### src/hdl/plotter_pkg.sv
package plotter_pkg;

	// Width of one plot operation as the host writes it
	localparam int OP_BITS = 64;
	localparam int CMD_BITS = 8;
	localparam int ARG_BITS = 12;
	localparam int FLAG_BITS = 8;

	// Field positions are counted up from the flag byte at the bottom of the word
	localparam int ARG2_LSB = FLAG_BITS + 2 * ARG_BITS;
	localparam int ARG1_LSB = ARG2_LSB + ARG_BITS;
	localparam int CMD_LSB = ARG1_LSB + ARG_BITS;

	localparam logic [CMD_BITS-1:0] CMD_MOVE_ABS = 8'd1;
	localparam logic [CMD_BITS-1:0] CMD_MOVE_REL = 8'd2;
	localparam logic [CMD_BITS-1:0] CMD_PEN = 8'd3;
	localparam logic [CMD_BITS-1:0] CMD_HOME = 8'd4;

	// Positions are unsigned and wrap modulo 4096
	localparam int POS_BITS = 12;

	localparam int STORE_ROWS = 64;
	localparam int ADDR_BITS = $clog2(STORE_ROWS);

	// A step pulse is high for STEP_HIGH cycles and then low for STEP_LOW cycles
	localparam int STEP_HIGH = 3;
	localparam int STEP_LOW = 3;
	localparam int STEP_CNT_BITS = $clog2(STEP_HIGH + STEP_LOW);

	localparam int SERVO_PERIOD = 200;
	localparam int SERVO_UP_W = 10;
	localparam int SERVO_DOWN_W = 20;
	localparam int SERVO_CNT_BITS = $clog2(SERVO_PERIOD);

endpackage
### src/hdl/plotter_top.sv
module plotter_top import plotter_pkg::*; (
	input logic out_x,
	input logic rst,
	input logic wr_en,
	input logic [OP_BITS-1:0] wr_data,
	output logic full,
	output logic empty,
	output logic idle,
	output logic bad_op,
	output logic step_x,
	output logic dir_x,
	output logic step_y,
	output logic dir_y,
	output logic servo_pwm
);

	logic rd_trigger;
	logic [OP_BITS-1:0] rd_data;
	logic rd_done;
	logic store_rdy;
	logic op_trigger;
	logic [OP_BITS-1:0] op_data;
	logic holding;
	logic dec_rdy;
	logic move_rdy;
	logic move_trigger;
	logic [POS_BITS-1:0] steps_x;
	logic dir_x_req;
	logic [POS_BITS-1:0] steps_y;
	logic dir_y_req;
	logic pen_down_req;

	// Nothing stored, nothing fetched and both later stages waiting
	assign idle = empty && !holding && dec_rdy && move_rdy;

	op_store store0 (
		.out_x(out_x),
		.rst(rst),
		.wr_en(wr_en),
		.wr_data(wr_data),
		.rd_trigger(rd_trigger),
		.rd_data(rd_data),
		.rd_done(rd_done),
		.store_rdy(store_rdy),
		.empty(empty),
		.full(full)
	);

	op_reader reader0 (
		.out_x(out_x),
		.rst(rst),
		.empty(empty),
		.store_rdy(store_rdy),
		.rd_done(rd_done),
		.rd_data(rd_data),
		.dec_rdy(dec_rdy),
		.rd_trigger(rd_trigger),
		.op_trigger(op_trigger),
		.op_data(op_data),
		.holding(holding)
	);

	op_decoder decoder0 (
		.out_x(out_x),
		.rst(rst),
		.op_trigger(op_trigger),
		.op_data(op_data),
		.move_rdy(move_rdy),
		.dec_rdy(dec_rdy),
		.move_trigger(move_trigger),
		.steps_x(steps_x),
		.dir_x_req(dir_x_req),
		.steps_y(steps_y),
		.dir_y_req(dir_y_req),
		.pen_down_req(pen_down_req),
		.bad_op(bad_op)
	);

	step_gen step0 (
		.out_x(out_x),
		.rst(rst),
		.move_trigger(move_trigger),
		.steps_x(steps_x),
		.dir_x_req(dir_x_req),
		.steps_y(steps_y),
		.dir_y_req(dir_y_req),
		.pen_down_req(pen_down_req),
		.move_rdy(move_rdy),
		.move_done(),
		.step_x(step_x),
		.dir_x(dir_x),
		.step_y(step_y),
		.dir_y(dir_y),
		.servo_pwm(servo_pwm)
	);

endmodule

### src/hdl/step_gen.sv
module step_gen import plotter_pkg::*; (
	input logic out_x,
	input logic rst,
	input logic move_trigger,
	input logic [POS_BITS-1:0] steps_x,
	input logic dir_x_req,
	input logic [POS_BITS-1:0] steps_y,
	input logic dir_y_req,
	input logic pen_down_req,
	output logic move_rdy,
	output logic move_done,
	output logic step_x,
	output logic dir_x,
	output logic step_y,
	output logic dir_y,
	output logic servo_pwm
);

	typedef enum logic [1:0] {
		S_IDLE,
		S_X,
		S_Y,
		S_DONE
	} state_t;

	state_t state;
	logic [POS_BITS-1:0] rem_x;
	logic [POS_BITS-1:0] rem_y;
	logic [STEP_CNT_BITS-1:0] cnt;
	logic pulse_end;
	logic pulse_high;
	logic pen_q;
	logic [SERVO_CNT_BITS-1:0] per_cnt;
	logic [SERVO_CNT_BITS-1:0] width_q;

	assign move_rdy = (state == S_IDLE);
	assign move_done = (state == S_DONE);

	assign pulse_high = (cnt < STEP_CNT_BITS'(STEP_HIGH));
	assign pulse_end = (cnt == STEP_CNT_BITS'(STEP_HIGH + STEP_LOW - 1));

	assign step_x = (state == S_X) && pulse_high;
	assign step_y = (state == S_Y) && pulse_high;

	// Each pulse takes STEP_HIGH plus STEP_LOW cycles and all X pulses come first
	always_ff @(posedge out_x) begin
		if (rst) begin
			state <= S_IDLE;
			cnt <= '0;
			dir_x <= 1'b0;
			dir_y <= 1'b0;
			pen_q <= 1'b0;
		end else begin
			case (state)
				S_IDLE: begin
					cnt <= '0;
					if (move_trigger) begin
						dir_x <= dir_x_req;
						dir_y <= dir_y_req;
						pen_q <= pen_down_req;
						if (steps_x != '0) begin
							state <= S_X;
						end else if (steps_y != '0) begin
							state <= S_Y;
						end else begin
							state <= S_DONE;
						end
					end
				end
				S_X: begin
					cnt <= pulse_end ? '0 : cnt + 1'b1;
					if (pulse_end && rem_x == POS_BITS'(1)) begin
						state <= (rem_y != '0) ? S_Y : S_DONE;
					end
				end
				S_Y: begin
					cnt <= pulse_end ? '0 : cnt + 1'b1;
					if (pulse_end && rem_y == POS_BITS'(1)) begin
						state <= S_DONE;
					end
				end
				default: begin
					state <= S_IDLE;
				end
			endcase
		end
	end

	always_ff @(posedge out_x) begin
		if (state == S_IDLE && move_trigger) begin
			rem_x <= steps_x;
			rem_y <= steps_y;
		end else if (pulse_end && state == S_X) begin
			rem_x <= rem_x - 1'b1;
		end else if (pulse_end && state == S_Y) begin
			rem_y <= rem_y - 1'b1;
		end
	end

	// New pen width is taken on the last count so it starts with the next period
	always_ff @(posedge out_x) begin
		if (rst) begin
			per_cnt <= '0;
			width_q <= SERVO_CNT_BITS'(SERVO_UP_W);
		end else if (per_cnt == SERVO_CNT_BITS'(SERVO_PERIOD - 1)) begin
			per_cnt <= '0;
			width_q <= pen_q ? SERVO_CNT_BITS'(SERVO_DOWN_W) : SERVO_CNT_BITS'(SERVO_UP_W);
		end else begin
			per_cnt <= per_cnt + 1'b1;
		end
	end

	assign servo_pwm = (per_cnt < width_q);

endmodule

### src/hdl/op_decoder.sv
module op_decoder import plotter_pkg::*; (
	input logic out_x,
	input logic rst,
	input logic op_trigger,
	input logic [OP_BITS-1:0] op_data,
	input logic move_rdy,
	output logic dec_rdy,
	output logic move_trigger,
	output logic [POS_BITS-1:0] steps_x,
	output logic dir_x_req,
	output logic [POS_BITS-1:0] steps_y,
	output logic dir_y_req,
	output logic pen_down_req,
	output logic bad_op
);

	typedef enum logic [1:0] {
		S_READY,
		S_ISSUE,
		S_SKIP
	} state_t;

	state_t state;
	logic accept;
	logic [CMD_BITS-1:0] cmd;
	logic [ARG_BITS-1:0] arg_1;
	logic [ARG_BITS-1:0] arg_2;
	logic [POS_BITS-1:0] pos_x;
	logic [POS_BITS-1:0] pos_y;
	logic [POS_BITS-1:0] tgt_x;
	logic [POS_BITS-1:0] tgt_y;
	logic up_x;
	logic up_y;
	logic [POS_BITS-1:0] dist_x;
	logic [POS_BITS-1:0] dist_y;

	assign cmd = op_data[CMD_LSB +: CMD_BITS];
	assign arg_1 = op_data[ARG1_LSB +: ARG_BITS];
	assign arg_2 = op_data[ARG2_LSB +: ARG_BITS];

	assign accept = op_trigger && dec_rdy;
	assign dec_rdy = (state == S_READY);
	assign move_trigger = (state == S_ISSUE) && move_rdy;

	// A relative move adds the two's complement delta, so the sum wraps at 4096
	always_comb begin
		if (cmd == CMD_MOVE_ABS) begin
			tgt_x = arg_1;
			tgt_y = arg_2;
		end else begin
			tgt_x = pos_x + arg_1;
			tgt_y = pos_y + arg_2;
		end
		up_x = (tgt_x >= pos_x);
		up_y = (tgt_y >= pos_y);
		dist_x = up_x ? tgt_x - pos_x : pos_x - tgt_x;
		dist_y = up_y ? tgt_y - pos_y : pos_y - tgt_y;
	end

	always_ff @(posedge out_x) begin
		if (rst) begin
			state <= S_READY;
			pos_x <= '0;
			pos_y <= '0;
			pen_down_req <= 1'b0;
			bad_op <= 1'b0;
		end else begin
			bad_op <= 1'b0;
			case (state)
				S_READY: begin
					if (accept) begin
						case (cmd)
							CMD_MOVE_ABS, CMD_MOVE_REL: begin
								pos_x <= tgt_x;
								pos_y <= tgt_y;
								state <= S_ISSUE;
							end
							CMD_PEN: begin
								pen_down_req <= |arg_1;
								state <= S_ISSUE;
							end
							CMD_HOME: begin
								pos_x <= '0;
								pos_y <= '0;
								state <= S_SKIP;
							end
							default: begin
								bad_op <= 1'b1;
								state <= S_SKIP;
							end
						endcase
					end
				end
				S_ISSUE: begin
					if (move_rdy) begin
						state <= S_READY;
					end
				end
				default: begin
					state <= S_READY;
				end
			endcase
		end
	end

	// PEN goes out as a job with no steps so the servo picks it up in order
	always_ff @(posedge out_x) begin
		if (accept) begin
			steps_x <= (cmd == CMD_PEN) ? '0 : dist_x;
			steps_y <= (cmd == CMD_PEN) ? '0 : dist_y;
			dir_x_req <= up_x;
			dir_y_req <= up_y;
		end
	end

endmodule

### src/hdl/op_reader.sv
module op_reader import plotter_pkg::*; (
	input logic out_x,
	input logic rst,
	input logic empty,
	input logic store_rdy,
	input logic rd_done,
	input logic [OP_BITS-1:0] rd_data,
	input logic dec_rdy,
	output logic rd_trigger,
	output logic op_trigger,
	output logic [OP_BITS-1:0] op_data,
	output logic holding
);

	typedef enum logic [1:0] {
		S_IDLE,
		S_WAIT,
		S_HOLD
	} state_t;

	state_t state;

	// Fetch only while the buffer is free, so at most one word sits here
	assign rd_trigger = (state == S_IDLE) && !empty && store_rdy;

	// Hand over as soon as the decoder is ready
	assign op_trigger = (state == S_HOLD) && dec_rdy;

	// A word on its way from the store counts as held
	assign holding = (state != S_IDLE);

	always_ff @(posedge out_x) begin
		if (rst) begin
			state <= S_IDLE;
		end else begin
			case (state)
				S_IDLE: begin
					if (rd_trigger) begin
						state <= S_WAIT;
					end
				end
				S_WAIT: begin
					if (rd_done) begin
						state <= S_HOLD;
					end
				end
				S_HOLD: begin
					if (op_trigger) begin
						state <= S_IDLE;
					end
				end
				default: begin
					state <= S_IDLE;
				end
			endcase
		end
	end

	always_ff @(posedge out_x) begin
		if (state == S_WAIT && rd_done) begin
			op_data <= rd_data;
		end
	end

endmodule

### src/hdl/op_store.sv
module op_store import plotter_pkg::*; (
	input logic out_x,
	input logic rst,
	input logic wr_en,
	input logic [OP_BITS-1:0] wr_data,
	input logic rd_trigger,
	output logic [OP_BITS-1:0] rd_data,
	output logic rd_done,
	output logic store_rdy,
	output logic empty,
	output logic full
);

	logic [OP_BITS-1:0] mem [STORE_ROWS];
	logic [ADDR_BITS-1:0] wr_ptr;
	logic [ADDR_BITS-1:0] rd_ptr;
	logic [ADDR_BITS:0] count;
	logic do_wr;
	logic do_rd;

	assign full = (count == (ADDR_BITS + 1)'(STORE_ROWS));
	assign empty = (count == '0);

	// Writes into a full store are dropped without notice
	assign do_wr = wr_en && !full;
	assign do_rd = rd_trigger && !empty;

	// The store takes no new trigger in the cycle it hands a word back
	assign store_rdy = !rd_done;

	always_ff @(posedge out_x) begin
		if (do_wr) begin
			mem[wr_ptr] <= wr_data;
		end
	end

	always_ff @(posedge out_x) begin
		if (do_rd) begin
			rd_data <= mem[rd_ptr];
		end
	end

	always_ff @(posedge out_x) begin
		if (rst) begin
			wr_ptr <= '0;
			rd_ptr <= '0;
			count <= '0;
			rd_done <= 1'b0;
		end else begin
			rd_done <= do_rd;
			if (do_wr) begin
				wr_ptr <= wr_ptr + 1'b1;
			end
			if (do_rd) begin
				rd_ptr <= rd_ptr + 1'b1;
			end
			// A read and a write in the same cycle leave the count alone
			case ({do_wr, do_rd})
				2'b10: begin
					count <= count + 1'b1;
				end
				2'b01: begin
					count <= count - 1'b1;
				end
				default: begin
					count <= count;
				end
			endcase
		end
	end

endmodule

### config.mk
export PLATFORM = sky130hd
export DESIGN_NAME = plotter_top
export DESIGN_NICKNAME = d
export VERILOG_FILES = /design/src/hdl/plotter_pkg.sv /design/src/hdl/plotter_top.sv /design/src/hdl/step_gen.sv /design/src/hdl/op_decoder.sv /design/src/hdl/op_reader.sv /design/src/hdl/op_store.sv
export SDC_FILE = /design/constraint.sdc
export NUM_CORES = 2
export LEC_CHECK = 0
export BUFFER_PORTS_ARGS = -buffer_cell sky130_fd_sc_hd__buf_2
export CAP_MARGIN = 40
export CORE_ASPECT_RATIO = 1.2
export CORE_MARGIN = 1
export CORE_UTILIZATION = 60
export DETAILED_ROUTE_END_ITERATION = 10
export PLACE_DENSITY = 0.76
export REMOVE_ABC_BUFFERS = 1
export SYNTH_ARGS = -nofsm -noshare
export SYNTH_HDL_FRONTEND = slang
export SYNTH_SLANG_ARGS = --single-unit
export TNS_END_PERCENT = 10
### constraint.sdc
create_clock -name out_x -period 5.9 [get_ports out_x]
set_clock_uncertainty 0.1 [all_clocks]
set_input_delay 1.18 -clock out_x [delete_from_list [all_inputs] [get_ports out_x]]
set_output_delay 1.18 -clock out_x [all_outputs]
set_load 0.01 [all_outputs]
==> impl_metrics.csv <==
group,metric,value,unit
min_path,hold_class,"reg2reg",
grt,antenna_found_initial,23,
finish,multi_input_area,21400,um^2
floorplanning,die_width,352,um
detailed_routing,highest-signal-layer,"met5",
setup_path,r2r_slack,0.85,ns
detailed_routing,wl_met1,73.2,mm
logic_synthesis,syn_avg_cell_area,21.7,um^2
setup_path,cp_slowest_cell,"or4_1",
detailed_routing,drt-wirelength-per-cell,31.8,um
setup_path,ff2ff_path_depth,16,
setup_path,crit_fanout,18,
floorplanning,io_pins,76,
logic_synthesis,synth.cell_area,88300,um^2
logic_synthesis,synth-edff-count,2162,
floorplanning,die_h,422,um
clock_network,postCtsSetupRepairBufs,0,
place,place.gp.congestion,0.867,
logic_synthesis,synth.area.top_cells,"edfxtp_1, mux4_2, dfxtp_1",
pwr,seqPwrFrac,48.0,%
clock_network,h-tree-depth,4,
detailed_routing,vias_per_cell,6.69,
floorplanning,core,145000,um^2
detailed_routing,first_iter_violations,5233,
finish,syn_to_final_growth,12.6,%
place,dp_hpwl,112,mm
timing,tightest_slew,0.930,ns
finish,nets,4438,
setup_path,cp-start-kind,"flip-flop",
finish,drive_gt1_share,28.2,%
timing,rsz0062_at_grt,"no",
setup_path,cp.buffers_inverters,3,
detailed_routing,drc,0,
timing,setup_viol,0,
setup_path,end_kind,"flip-flop",
setup_path,crit-reg2reg-launch,"reader0.op_data[59]",
detailed_routing,ant_nets,0,
logic_synthesis,async_flop_share,0,%
timing,timing.final.max_slew_violations,0,
logic_synthesis,syn_inst,4076,
clock_network,cts.sinks,2230,
outcome,run_status,"completed",
pwr,vdd_drop_max,0.378,mV
timing,finalHoldViolations,0,
setup_path,required,6.36,ns
place,post_dp_cell_area,92600,um^2
timing,relSlewSlack,38.0,%
setup_path,crit_start,"reader0.op_data[59]",
pwr,p_int,28.3,mW
logic_synthesis,yosysWarningCount,0,
grt,grt_pass1_wl,297,mm
setup_path,cp-endpoint,"decoder0.steps_x[10]",
detailed_routing,met3WireLength,16.1,mm
pwr,leakagePower,30.8,nW
flow_run,drv_cap,0,
setup_path,cp.depth,16,
floorplanning,die-area,149000,um^2
timing,hold_ws,0.320,ns
clock_network,clkTransAtPathRegs,0.07,ns
detailed_routing,drt_first_pass_iters,6,
timing,finalCritPeriodShare,85.6,%
logic_synthesis,yosysSeqAreaShare,75.0,%
timing,max_freq,0.198,GHz
grt,overflow,0,
clock_network,numCtsBuffers,199,
pwr,clkPwrFrac,35.0,%
clock_network,clk_path_buf_depth,3,
setup_path,crit_family,"simple AND/OR/NAND/NOR gates",
floorplanning,row_count,153,
finish,post-route-util,68.4,%
logic_synthesis,synth_common_cells,"edfxtp_1, mux4_2, nor2_1, clkbuf_1, a21oi_1",
detailed_routing,num_vias,42725,
pwr,comb_power_share,17.1,%
clock_network,worstSkewPairLatency,0.84,ns
setup_path,arrival,5.51,ns
finish,fillers,8318,
timing,min_period,5.05,ns
grt,grt_usage,27.6,%
clock_network,cts_resized,0,
grt,grt_pass1_vias,43782,
setup_path,crit_type,"reg2reg",
setup_path,timing.rr.end,"decoder0.steps_x[10]",
logic_synthesis,ys_ff_latch,2230,
clock_network,holdBufCountCts,0,
place,io_buffers,43,
logic_synthesis,dominantRegCellSynth,"edfxtp_1",
floorplanning,start_util,60.7,%
setup_path,path_cells,"or4_1 -> nor3_4 -> and3b_1 -> buf_4 -> mux2i_1 -> inv_1 -> fa_1 -> a21o_1 -> a311o_1 -> o41a_1 -> o22ai_2 -> buf_4 -> and3b_1 -> a31oi_1 -> xnor2_1 -> nor2_1",
pwr,power.density,379,nW/um^2
setup_path,critical-path-max-stage-delay,0.65,ns
clock_network,root_buffer,"clkbuf_16",
pwr,swShare,24.8,%
finish,final_area,99500,um^2
logic_synthesis,yosysMostFrequentCell,"edfxtp_1",
detailed_routing,wl,203,mm
detailed_routing,route.met2.wl,107,mm
logic_synthesis,yosys.area.top_type_share,73.5,%
logic_synthesis,ys_types,72,
finish,regArea,66300,um^2
clock_network,tritoncts,"yes",
grt,grt_max_degree,103,
pwr,finalPower,37.7,mW
pwr,p_sw,9.36,mW
logic_synthesis,synth_area_leader_cell,"edfxtp_1",
power groups by stage:
stage,clock (mW),combinational (mW),sequential (mW)
4_1_cts,13.3,6.41,18.1
6_report,13.2,6.43,18.1
5_1_grt,13.8,6.78,18.1
3_5_place_dp,0,6.24,18.4
3_3_place_gp,0,6.09,18.4
2_1_floorplan,0,4.81,18.7
sequential cells by signal, indices dropped and copies added (netlist names), 3 cells and up:
register / count
step0.rem_y: 12
store0.mem: 2048
store0.wr_ptr: 6
store0.rd_data: 32
step0.cnt: 3
store0.rd_ptr: 6
store0.count: 7
decoder0.steps_x: 12
step0.per_cnt: 8
decoder0.pos_y: 12
decoder0.pos_x: 12
reader0.op_data: 32
decoder0.steps_y: 12
step0.rem_x: 12
cell usage in the layout (no fill, tap or decap), drive strengths merged, types with 5 or more instances in the layout:
master	netlist	routed
inv	72	83
nand3	36	36
and2	6	6
a22oi	18	18
a21o	25	25
clkinvlp	0	8
nor3	15	15
or2	7	7
o21a	7	7
o21ai	44	44
bufinv	0	24
nor2b	21	21
a21oi	100	100
xnor2	46	46
nand2b	8	8
nor2	211	211
or3	7	7
a31oi	11	11
o211ai	6	6
nand4	9	9
ha	86	86
buf	104	208
nor4	19	19
and3	12	12
or4	5	5
xor2	28	28
mux4	661	661
diode	0	8
mux2i	33	33
fa	7	7
edfxtp	2162	2162
nand3b	8	8
dfxtp	68	68
clkinv	0	87
and4	6	6
nand2	59	59
a211oi	14	14
clkbuf	103	236
cells by family (layout without fill, tap and decap cells):
logic type | count (synthesis) | in the layout | share of synthesized area, %
AO/OA/AOI/OAI | 267 | 267 | 1.93
XOR/XNOR | 74 | 74 | 0.734
multiplexers | 694 | 694 | 17.2
AND/OR/NAND/NOR | 439 | 439 | 2.37
other | 0 | 8 | 0
adder cells (fa/ha/maj) | 93 | 93 | 1.38
buffers and inverters | 279 | 646 | 1.34
flip-flops | 2230 | 2230 | 75.0
worst min path at each step:
stage                     depth (start not counted)             endpoint                from  slack [ns]
after floorplan                                   0  reader0.op_data[32]  store0.rd_data[32]        0.30
after global placement                            0  reader0.op_data[57]  store0.rd_data[57]        0.30
after detailed placement                          0  reader0.op_data[32]  store0.rd_data[32]        0.30
after CTS                                         0  reader0.op_data[32]  store0.rd_data[32]        0.32
after global routing                              0  reader0.op_data[32]  store0.rd_data[32]        0.33
final                                             0  reader0.op_data[32]  store0.rd_data[32]        0.32
stage by stage:
step	setup slack (ns)	TNS, ns	std cells
global placement	1.02	0	5950
finish	0.849	0	6388
CTS	0.866	0	6362
floorplan	-17.32	-641.02	3869
detailed placement	0.941	0	5996
global route	0.654	0	6384
per-layer routing:
metal | up-vias | GRT usage, %
met1 | 22453 | 35.3
met5 | - | 0
met3 | 430 | 4.77
met4 | 8 | 8.85
met2 | 2384 | 48.3
li1 | 17450 | -
final cells by class:
class | instances | area share (%)
flip-flops and latches | 2230 | 66.6
multi-input cells | 1567 | 21.5
clock buffers | 236 | 5.29
repair buffers | 208 | 2.55
well taps | 1937 | 2.44
clock inverters | 130 | 1.31
inverters | 72 | 0.272
diodes | 8 | 0.0201
Note: power is estimated with default switching activity, not from simulation.
